`config.mk`:
```
export PLATFORM = sky130hd
export DESIGN_NAME = led_drv_top
export DESIGN_NICKNAME = d
export VERILOG_FILES = /design/src/logic/led_drv_pkg.sv /design/src/logic/drv_sequencer.sv /design/src/logic/drv_timer.sv /design/src/logic/led_drv_top.sv /design/src/logic/sin_mux.sv
export SDC_FILE = /design/constraint.sdc
export NUM_CORES = 1
export LEC_CHECK = 0
export BUFFER_PORTS_ARGS = -buffer_cell sky130_fd_sc_hd__buf_4
export CAP_MARGIN = 20
export CORE_AREA = 2 2 135 137
export CTS_BUF_LIST = sky130_fd_sc_hd__clkbuf_16
export DETAILED_ROUTE_END_ITERATION = 7
export DIE_AREA = 0 0 137 139
export PLACE_DENSITY = 0.68
export SETUP_SLACK_MARGIN = 0.1
export SLEW_MARGIN = 25
export SYNTH_ARGS = -nofsm -noshare
export SYNTH_HDL_FRONTEND = slang
export SYNTH_SLANG_ARGS = --single-unit
```
`constraint.sdc`:
```
create_clock -name clk -period 12.9 [get_ports clk]
set_clock_uncertainty 0.2 [all_clocks]
set_input_delay 2.58 -clock clk [delete_from_list [all_inputs] [get_ports clk]]
set_output_delay 2.58 -clock clk [all_outputs]
set_load 0.005 [all_outputs]
```
`src/logic/led_drv_pkg.sv`:
```
`default_nettype none

package led_drv_pkg;

   // Controller states
   typedef enum logic [3:0] {
      STALL,
      PREPARE_CONFIG,
      CONFIG,
      WRTFC_TIMING,
      PREPARE_DUMP_CONFIG,
      DUMP_CONFIG,
      WAIT_FOR_NEXT_SLICE,
      BLANKING,
      PAUSE_SCLK,
      SHIFT_REGISTER
   } drv_state_t;

   // Serial word sizes
   localparam int CONF_BITS = 48;
   // 16 LEDs, 3 colors each
   localparam int WORD_BITS = 48;

   // Latch command lengths, in sclk edges
   localparam int FCWRTEN_LEN = 15;
   localparam int WRTFC_LEN   = 5;
   localparam int READFC_LEN  = 11;
   localparam int LATGS_LEN   = 3;

   // Pause after WRTFC before the readback command
   localparam int WRTFC_WAIT = 6;
   // Silent sclk cycles ahead of the readback data
   localparam int DUMP_WAIT  = 5;

   // Stream layout of one slice
   localparam int WORDS_PER_GROUP = 10;
   localparam int GROUPS          = 8;

   localparam int STATE_CNT_W = 10;

   // LED order for the board layout of drivers UB*D0 and UB*D2
   localparam logic [3:0] LUT0_RG [16] = '{4'd6, 4'd7, 4'd9, 4'd8, 4'd10, 4'd11, 4'd13, 4'd12,
                                           4'd14, 4'd15, 4'd1, 4'd0, 4'd2, 4'd3, 4'd5, 4'd4};
   localparam logic [3:0] LUT0_B [16]  = '{4'd8, 4'd9, 4'd14, 4'd15, 4'd12, 4'd13, 4'd2, 4'd3,
                                           4'd0, 4'd1, 4'd6, 4'd7, 4'd4, 4'd5, 4'd10, 4'd11};

   // LED order for the board layout of drivers UB*D1
   localparam logic [3:0] LUT1_RG [16] = '{4'd2, 4'd3, 4'd5, 4'd4, 4'd6, 4'd7, 4'd9, 4'd8,
                                           4'd10, 4'd11, 4'd13, 4'd12, 4'd14, 4'd15, 4'd1, 4'd0};
   // Blue routing is not symmetric on this board
   localparam logic [3:0] LUT1_B [16]  = '{4'd0, 4'd1, 4'd6, 4'd7, 4'd4, 4'd5, 4'd9, 4'd11,
                                           4'd8, 4'd10, 4'd14, 4'd15, 4'd12, 4'd13, 4'd2, 4'd3};

endpackage

`default_nettype wire

```
`src/logic/drv_sequencer.sv`:
```
`timescale 1ns/100ps
`default_nettype none

module drv_sequencer
   import led_drv_pkg::*;
#(
   parameter int BLANKING_TIME = 72,
   parameter int GCLK_IDLE     = 512
) (
   input  logic                   clk,
   input  logic                   nrst,
   input  logic                   clk_enable,
   input  logic                   position_sync,
   input  logic                   new_configuration_ready,
   input  logic [STATE_CNT_W-1:0] state_cnt,
   input  logic                   phase_done,
   input  logic                   word_last,
   input  logic                   group_last,
   output drv_state_t             state,
   output logic                   driver_sclk,
   output logic                   driver_gclk,
   output logic                   driver_lat,
   output logic                   column_ready,
   output logic                   driver_ready
);

   drv_state_t next_state;
   logic       reconfig;

   // A new configuration may only cut in while streaming or idle
   assign reconfig = new_configuration_ready
                     && (state inside {BLANKING, PAUSE_SCLK, SHIFT_REGISTER,
                                       WAIT_FOR_NEXT_SLICE});

   always_comb begin
      next_state = state;
      case (state)
         STALL:               if (phase_done) next_state = PREPARE_CONFIG;
         PREPARE_CONFIG:      if (phase_done) next_state = CONFIG;
         CONFIG:              if (phase_done) next_state = WRTFC_TIMING;
         WRTFC_TIMING:        if (phase_done) next_state = PREPARE_DUMP_CONFIG;
         PREPARE_DUMP_CONFIG: if (phase_done) next_state = DUMP_CONFIG;
         DUMP_CONFIG:         if (phase_done) next_state = WAIT_FOR_NEXT_SLICE;
         WAIT_FOR_NEXT_SLICE: if (position_sync) next_state = BLANKING;
         BLANKING:            if (phase_done) next_state = PAUSE_SCLK;
         PAUSE_SCLK:          next_state = SHIFT_REGISTER;
         SHIFT_REGISTER: begin
            if (phase_done) begin
               // Word done, then group done, then slice done
               if (!word_last) begin
                  next_state = PAUSE_SCLK;
               end else if (!group_last) begin
                  next_state = BLANKING;
               end else begin
                  next_state = WAIT_FOR_NEXT_SLICE;
               end
            end
         end
         default:             next_state = STALL;
      endcase
      if (reconfig) begin
         next_state = PREPARE_CONFIG;
      end
   end

   always_ff @(posedge clk or negedge nrst) begin
      if (!nrst) begin
         state <= STALL;
      end else if (clk_enable) begin
         state <= next_state;
      end
   end

   // Gated driver clocks, both low on held cycles
   always_comb begin
      driver_sclk = 1'b0;
      driver_gclk = 1'b0;
      case (state)
         // One quiet sclk after FCWRTEN before the data bits
         CONFIG:              driver_sclk = clk_enable && (state_cnt != '0);
         WRTFC_TIMING:        driver_sclk = 1'b0;
         // Readback data starts after DUMP_WAIT quiet cycles
         DUMP_CONFIG:
            driver_sclk = clk_enable && (int'(state_cnt) >= DUMP_WAIT);
         // Keep PWM running for a while, then park gclk
         WAIT_FOR_NEXT_SLICE: driver_gclk = clk_enable && (int'(state_cnt) < GCLK_IDLE);
         BLANKING: begin
            // gclk skips only the first blanking cycle
            driver_gclk = clk_enable && (state_cnt != '0)
                          && (int'(state_cnt) < BLANKING_TIME);
         end
         PAUSE_SCLK:          driver_gclk = clk_enable;
         SHIFT_REGISTER: begin
            driver_sclk = clk_enable;
            driver_gclk = clk_enable;
         end
         // Latch command states need sclk edges
         default:             driver_sclk = clk_enable;
      endcase
   end

   // Latch from the falling edge so it holds past the next rising sclk
   always_ff @(negedge clk or negedge nrst) begin
      if (!nrst) begin
         driver_lat <= 1'b0;
      end else begin
         case (state)
            // FCWRTEN and READFC fill the whole state
            PREPARE_CONFIG, PREPARE_DUMP_CONFIG: driver_lat <= 1'b1;
            // WRTFC over the last bits of the configuration word
            CONFIG: driver_lat <= int'(state_cnt) >= CONF_BITS + 1 - WRTFC_LEN;
            SHIFT_REGISTER: begin
               // WRTGS on every word, LATGS closes the group
               driver_lat <= (state_cnt == STATE_CNT_W'(WORD_BITS - 1))
                             || (word_last
                                 && int'(state_cnt) >= WORD_BITS - LATGS_LEN);
            end
            default: driver_lat <= 1'b0;
         endcase
      end
   end

   assign driver_ready = (state == SHIFT_REGISTER) && clk_enable;

   // Column strobe at each group end and once after the idle gclk run
   assign column_ready = clk_enable
                         && (((state == SHIFT_REGISTER) && word_last && phase_done)
                             || ((state == WAIT_FOR_NEXT_SLICE)
                                 && (int'(state_cnt) == GCLK_IDLE)));

endmodule

`default_nettype wire

```
`src/logic/drv_timer.sv`:
```
`timescale 1ns/100ps
`default_nettype none

module drv_timer
   import led_drv_pkg::*;
#(
   parameter int BLANKING_TIME = 72
) (
   input  logic                   clk,
   input  logic                   nrst,
   input  logic                   clk_enable,
   input  drv_state_t             state,
   output logic [STATE_CNT_W-1:0] state_cnt,
   output logic                   phase_done,
   output logic                   word_last,
   output logic                   group_last
);

   localparam int WORD_CNT_W  = $clog2(WORDS_PER_GROUP);
   localparam int GROUP_CNT_W = $clog2(GROUPS);

   logic [STATE_CNT_W-1:0] cnt_q;
   drv_state_t             last_state;
   logic [WORD_CNT_W-1:0]  word_cnt;
   logic [GROUP_CNT_W-1:0] group_cnt;
   logic                   streaming;
   logic                   word_end;

   // First cycle of a new state reads as zero
   assign state_cnt = (state != last_state) ? '0 : cnt_q;

   // State only moves on enabled cycles, so the compare holds through gaps
   always_ff @(posedge clk or negedge nrst) begin
      if (!nrst) begin
         cnt_q      <= '0;
         last_state <= STALL;
      end else if (clk_enable) begin
         last_state <= state;
         // Saturate so a long wait never wraps back into the gclk window
         cnt_q <= (state_cnt == '1) ? state_cnt : state_cnt + 1'b1;
      end
   end

   // Last cycle of each fixed-length state
   always_comb begin
      case (state)
         STALL:               phase_done = 1'b1;
         PREPARE_CONFIG:      phase_done = state_cnt == STATE_CNT_W'(FCWRTEN_LEN - 1);
         // One idle cycle, then the 48 bits
         CONFIG:              phase_done = state_cnt == STATE_CNT_W'(CONF_BITS);
         WRTFC_TIMING:        phase_done = state_cnt == STATE_CNT_W'(WRTFC_WAIT - 1);
         PREPARE_DUMP_CONFIG: phase_done = state_cnt == STATE_CNT_W'(READFC_LEN - 1);
         DUMP_CONFIG:
            phase_done = state_cnt == STATE_CNT_W'(CONF_BITS + DUMP_WAIT - 1);
         BLANKING:            phase_done = state_cnt == STATE_CNT_W'(BLANKING_TIME - 1);
         PAUSE_SCLK:          phase_done = 1'b1;
         SHIFT_REGISTER:      phase_done = state_cnt == STATE_CNT_W'(WORD_BITS - 1);
         // Open ended, left on position_sync
         default:             phase_done = 1'b0;
      endcase
   end

   assign streaming = state inside {BLANKING, PAUSE_SCLK, SHIFT_REGISTER};
   assign word_end  = (state == SHIFT_REGISTER) && phase_done;

   // Word and group position within the slice
   always_ff @(posedge clk or negedge nrst) begin
      if (!nrst) begin
         word_cnt  <= '0;
         group_cnt <= '0;
      end else if (clk_enable) begin
         if (!streaming) begin
            // Any slice, also one cut by a reconfiguration, starts at group 0
            word_cnt  <= '0;
            group_cnt <= '0;
         end else if (state == BLANKING) begin
            word_cnt <= '0;
         end else if (word_end) begin
            if (word_last) begin
               word_cnt  <= '0;
               group_cnt <= group_last ? '0 : group_cnt + 1'b1;
            end else begin
               word_cnt <= word_cnt + 1'b1;
            end
         end
      end
   end

   assign word_last  = word_cnt == WORD_CNT_W'(WORDS_PER_GROUP - 1);
   assign group_last = group_cnt == GROUP_CNT_W'(GROUPS - 1);

endmodule

`default_nettype wire

```
`src/logic/led_drv_top.sv`:
```
`timescale 1ns/100ps
`default_nettype none

module led_drv_top
   import led_drv_pkg::*;
#(
   parameter int N_DRIVERS     = 6,
   parameter int BLANKING_TIME = 72,
   parameter int GCLK_IDLE     = 512
) (
   input  logic                 clk,
   input  logic                 nrst,
   input  logic                 clk_enable,
   input  logic                 position_sync,
   input  logic                 new_configuration_ready,
   input  logic [CONF_BITS-1:0] serialized_conf,
   input  logic [WORD_BITS-1:0] data_in [N_DRIVERS-1:0],
   output logic                 driver_sclk,
   output logic                 driver_gclk,
   output logic                 driver_lat,
   output logic [N_DRIVERS-1:0] drivers_sin,
   output logic                 column_ready,
   output logic                 driver_ready
);

   drv_state_t             state;
   logic [STATE_CNT_W-1:0] state_cnt;
   logic                   phase_done;
   logic                   word_last;
   logic                   group_last;

   // Cycle, word and group counters
   drv_timer #(
      .BLANKING_TIME (BLANKING_TIME)
   ) i_timer (
      .clk        (clk),
      .nrst       (nrst),
      .clk_enable (clk_enable),
      .state      (state),
      .state_cnt  (state_cnt),
      .phase_done (phase_done),
      .word_last  (word_last),
      .group_last (group_last)
   );

   // FSM, driver clocks, latch and strobes
   drv_sequencer #(
      .BLANKING_TIME (BLANKING_TIME),
      .GCLK_IDLE     (GCLK_IDLE)
   ) i_sequencer (
      .clk                     (clk),
      .nrst                    (nrst),
      .clk_enable              (clk_enable),
      .position_sync           (position_sync),
      .new_configuration_ready (new_configuration_ready),
      .state_cnt               (state_cnt),
      .phase_done              (phase_done),
      .word_last               (word_last),
      .group_last              (group_last),
      .state                   (state),
      .driver_sclk             (driver_sclk),
      .driver_gclk             (driver_gclk),
      .driver_lat              (driver_lat),
      .column_ready            (column_ready),
      .driver_ready            (driver_ready)
   );

   // Serial data for each driver
   sin_mux #(
      .N_DRIVERS (N_DRIVERS)
   ) i_sin_mux (
      .state           (state),
      .state_cnt       (state_cnt),
      .serialized_conf (serialized_conf),
      .data_in         (data_in),
      .drivers_sin     (drivers_sin)
   );

endmodule

`default_nettype wire

```
`src/logic/sin_mux.sv`:
```
`timescale 1ns/100ps
`default_nettype none

module sin_mux
   import led_drv_pkg::*;
#(
   parameter int N_DRIVERS = 6
) (
   input  drv_state_t             state,
   input  logic [STATE_CNT_W-1:0] state_cnt,
   input  logic [CONF_BITS-1:0]   serialized_conf,
   input  logic [WORD_BITS-1:0]   data_in [N_DRIVERS-1:0],
   output logic [N_DRIVERS-1:0]   drivers_sin
);

   localparam int CONF_IDX_W = $clog2(CONF_BITS);
   localparam int BIT_W      = $clog2(WORD_BITS);

   logic [CONF_IDX_W-1:0] conf_idx;
   logic [1:0]            color;
   logic [3:0]            led;
   logic [3:0]            led_slot;
   logic [3:0]            lut0_pos;
   logic [3:0]            lut1_pos;
   logic [BIT_W-1:0]      lut0_bit;
   logic [BIT_W-1:0]      lut1_bit;

   // MSB first, count 1 carries bit 47
   assign conf_idx = CONF_IDX_W'(STATE_CNT_W'(CONF_BITS) - state_cnt);

   // Three color bits per LED, LEDs in shift order
   assign color    = 2'(state_cnt % STATE_CNT_W'(3));
   assign led      = 4'(state_cnt / STATE_CNT_W'(3));
   assign led_slot = 4'd15 - led;

   // Blue has its own routing on both boards
   assign lut0_pos = (color == 2'd0) ? LUT0_B[led_slot] : LUT0_RG[led_slot];
   assign lut1_pos = (color == 2'd0) ? LUT1_B[led_slot] : LUT1_RG[led_slot];
   assign lut0_bit = BIT_W'(lut0_pos) * BIT_W'(3) + BIT_W'(color);
   assign lut1_bit = BIT_W'(lut1_pos) * BIT_W'(3) + BIT_W'(color);

   always_comb begin
      drivers_sin = '0;
      case (state)
         CONFIG: begin
            // Same configuration on every driver, idle first cycle stays low
            if (state_cnt != '0) begin
               drivers_sin = {N_DRIVERS{serialized_conf[conf_idx]}};
            end
         end
         SHIFT_REGISTER: begin
            for (int i = 0; i < N_DRIVERS; i++) begin
               // Outer thirds of the chain sit on the D1 layout
               if (i < N_DRIVERS / 3 || i >= 2 * N_DRIVERS / 3) begin
                  drivers_sin[i] = data_in[i][lut1_bit];
               end else begin
                  drivers_sin[i] = data_in[i][lut0_bit];
               end
            end
         end
         default: drivers_sin = '0;
      endcase
   end

endmodule

`default_nettype wire

```
==> run summary <==
status: completed
largest net degree at the start of global routing: 49
drt pass-1 iters: 5
Hold Crit Class: flop to flop
Pins Over Slew Limit: 0
worst path required time: 10.12 ns
initial cell density of the core: 36.3%
CP Launch Type: flop
type of the worst setup path: flop to output pin
Mapped Nets: 1032
main combinational cell family by area after synthesis: multiplexers
Worst-path clk slew: 0.07 ns
Synth top area share: 36.5%
clock root cell: clkbuf_16
part of the power in combinational logic: 90.2%
mux share of post-synthesis cell area: 40.3%
Max-Cap Viols: 0
Max FO, Critical Path: 39
CORE AREA: 17700 um^2
Sw Ratio: 44.5%
NumNets Final: 1342
Max-slew headroom: 32.7%
GP Congestion: 0.907
Cell Pwr Density: 250 nW/um^2
Finished Layout Cells: 1194
first-pass GRT wire length: 39.9 mm
Crit. Startpoint: i_sequencer.state[0]
synthesized cell area: 6410 um^2
die area: 19000 um^2
DP HPWL: 21.9 mm
First DRT Iteration DRCs: 526
worst-case reg-to-reg path depth: 11
I/O pin count: 352
post_cts resized: 0
Die Ht: 139 um
vias in the first global route: 7162
Worst path most repeated cell: ha_1
CP Capture Point: drivers_sin[0]
Post-synth EDFFs: 0
ranking of synthesized cells by area: mux4_2 37%, dfrtp_1 9.8%, ha_1 6.2%
final setup TNS: 0 ns
RSZ-0062 raised after global routing: false
CTS tree: built
worst r2r dst: i_sequencer.driver_lat
final core utilization: 52.5%
vias per inst: 5.92
WL met1: 10.0 mm
Synth Register Bits: 26
post-synthesis compound-gate area fraction: 16.2%
CTS buffer count: 3
commonest non-fill, non-tap cell in the layout: buf_4
area leader, netlist: mux4_2
metal2 WL: 13.9 mm
Worst path max stage delay: 1.00 ns
worst path bufs/invs: 4
cells after synthesis: 655
r2r startpoint: i_sequencer.state[0]
f_max: 83.0 MHz
Synth Area in XOR/XNOR: 4.06%
number of cells on the critical path: 32
total power: 2.32 mW
die width: 137 um
Final Hold Vio Count: 0
Clock H-tree levels: 1
final setup fails: 0
initial antenna violation count: 1
worst vdd ir: 0.267 mV
share of power burned in registers: 5.7%
Routed met3 length: 1.33 mm
Final Critical Period: 12.04 ns
CP delay by family, top: compound AO/OA/AOI/OAI gates
Max clock buf depth: 2
IO buf count: 351
number of remaining DRC errors: 0
Ys Warns: 0
Pint: 1.29 mW
layout cell share with drive strength beyond 1: 52.4%
most common flop cell mapped by yosys: dfrtp_1
Yosys cell types: 84
Net Sw Power: 1.03 mW
Synth Area per Inst: 9.79 um^2
num rows: 49
leak pwr: 4.01 nW
detailed-route wire length: 26.0 mm
simple-gate share of the synthesized area: 15.9%
CTS sink cnt: 26
post-route ant nets: 0
Worst EP arrival: 9.26 ns
part of the cycle the worst path needs: 93.4%
Worst Tran Pin Value: 1.01 ns
Post-CTS Setup Bufs: 0
Hold Buf Count CTS: 0
Vias: 7069
Inst Count DP: 1189
top layer in use: met4
Clock Power Share: 4.1%
clk_lat worst skew: 0.27 ns
Worst R2R Setup Slack: 3.08 ns
Layout area overhead: 44.5%
CP Capture Type: output pin
share of flip-flops with an asynchronous set or reset: 100%
WL/cell: 21.8 um
GR Overflow Total: 0
GRT Overall Usage: 27.0%
Slowest cell on crit path: ha_2
commonest cells after routing, fill and taps aside: 359 x buf_4, 104 x mux4_2, 57 x nand2_1
post-synthesis adder-cell area fraction: 7.50%
fraction of the yosys area taken by sequential cells: 10.2%
-- how the worst min path moves through the flow --
stage,from,endpoint,slack [ns],cells after the start
final,i_timer.last_state[2],i_timer.last_state[2],0.33,1
after detailed placement,i_timer.last_state[1],i_timer.last_state[1],0.32,1
after CTS,i_timer.last_state[1],i_timer.last_state[1],0.33,1
after global placement,i_timer.last_state[2],i_timer.last_state[2],0.31,1
after global routing,i_timer.group_cnt[1],i_timer.group_cnt[1],0.36,2
after floorplan,i_timer.word_cnt[1],i_timer.word_cnt[1],0.29,2
-- per-layer routing --
metal	vias up	global-route usage (%)
met5	-	0
met3	47	2.01
met4	0	7.70
li1	3204	-
met2	305	48.3
met1	3513	34.5
-- cells in the mapped netlist, drive strengths merged, types with 3 or more instances --
cell type    n
or3          8
clkbuf      26
nor3        18
nor4         5
dfrtp       25
and2         6
a21oi       39
o22ai        3
mux2i       12
buf         28
a31oi       13
nand2b       9
mux4       104
inv         29
nor2b        7
o31ai        4
nand3       16
a211oi       4
a21o         9
xor2         8
nand3b       3
nand4        8
or4          3
o21ai       43
a41oi        4
o311ai       5
nor2        43
ha          32
nand2       58
nor4b        3
mux2        10
fa           4
xnor2       20
o211ai       7
-- cells by family after synthesis --
family / count (synthesis)
flip-flops: 26
multiplexers: 126
AND/OR/NAND/NOR: 199
AO/OA/AOI/OAI: 155
XOR/XNOR: 28
adder cells (fa/ha/maj): 36
buffers and inverters: 85
-- state kept, by name (all words and copies together), names as in the netlist --
name / count
i_timer.cnt_q: 10
i_sequencer.state: 4
i_timer.last_state: 4
i_timer.word_cnt: 4
i_timer.group_cnt: 3
i_sequencer.driver_lat: 1
-- stage by stage --
stage | hold WS, ns | worst slack (ns) | cell area [um^2]
floorplan | 0.288 | 2.62 | 6410
global placement | 0.311 | 1.38 | 9150
detailed placement | 0.318 | 1.26 | 9150
CTS | 0.334 | 0.957 | 9260
global route | 0.355 | 0.320 | 9260
finish | 0.332 | 0.857 | 9260
-- power groups by stage --
| stage | Sequential, mW | Combinational, mW | Clock [mW] |
|---|---|---|---|
| floorplan | 0.113 | 1.60 | 0 |
| global placement | 0.134 | 2.09 | 0 |
| detailed placement | 0.134 | 2.11 | 0 |
| CTS | 0.133 | 2.11 | 0.0939 |
| global route | 0.138 | 2.25 | 0.0972 |
| finish | 0.133 | 2.09 | 0.0943 |
-- final cells by class --
type / count / area [um^2]
diodes: 1 / 2.50
clock buffers: 3 / 75.1
clock inverters: 1 / 30.0
fillers: 1655 / 8400
inverters: 31 / 118
multi-input cells: 544 / 5400
flip-flops and latches: 26 / 651
well taps: 229 / 287
repair buffers: 359 / 2700
Power figures use the tool's default switching activity.
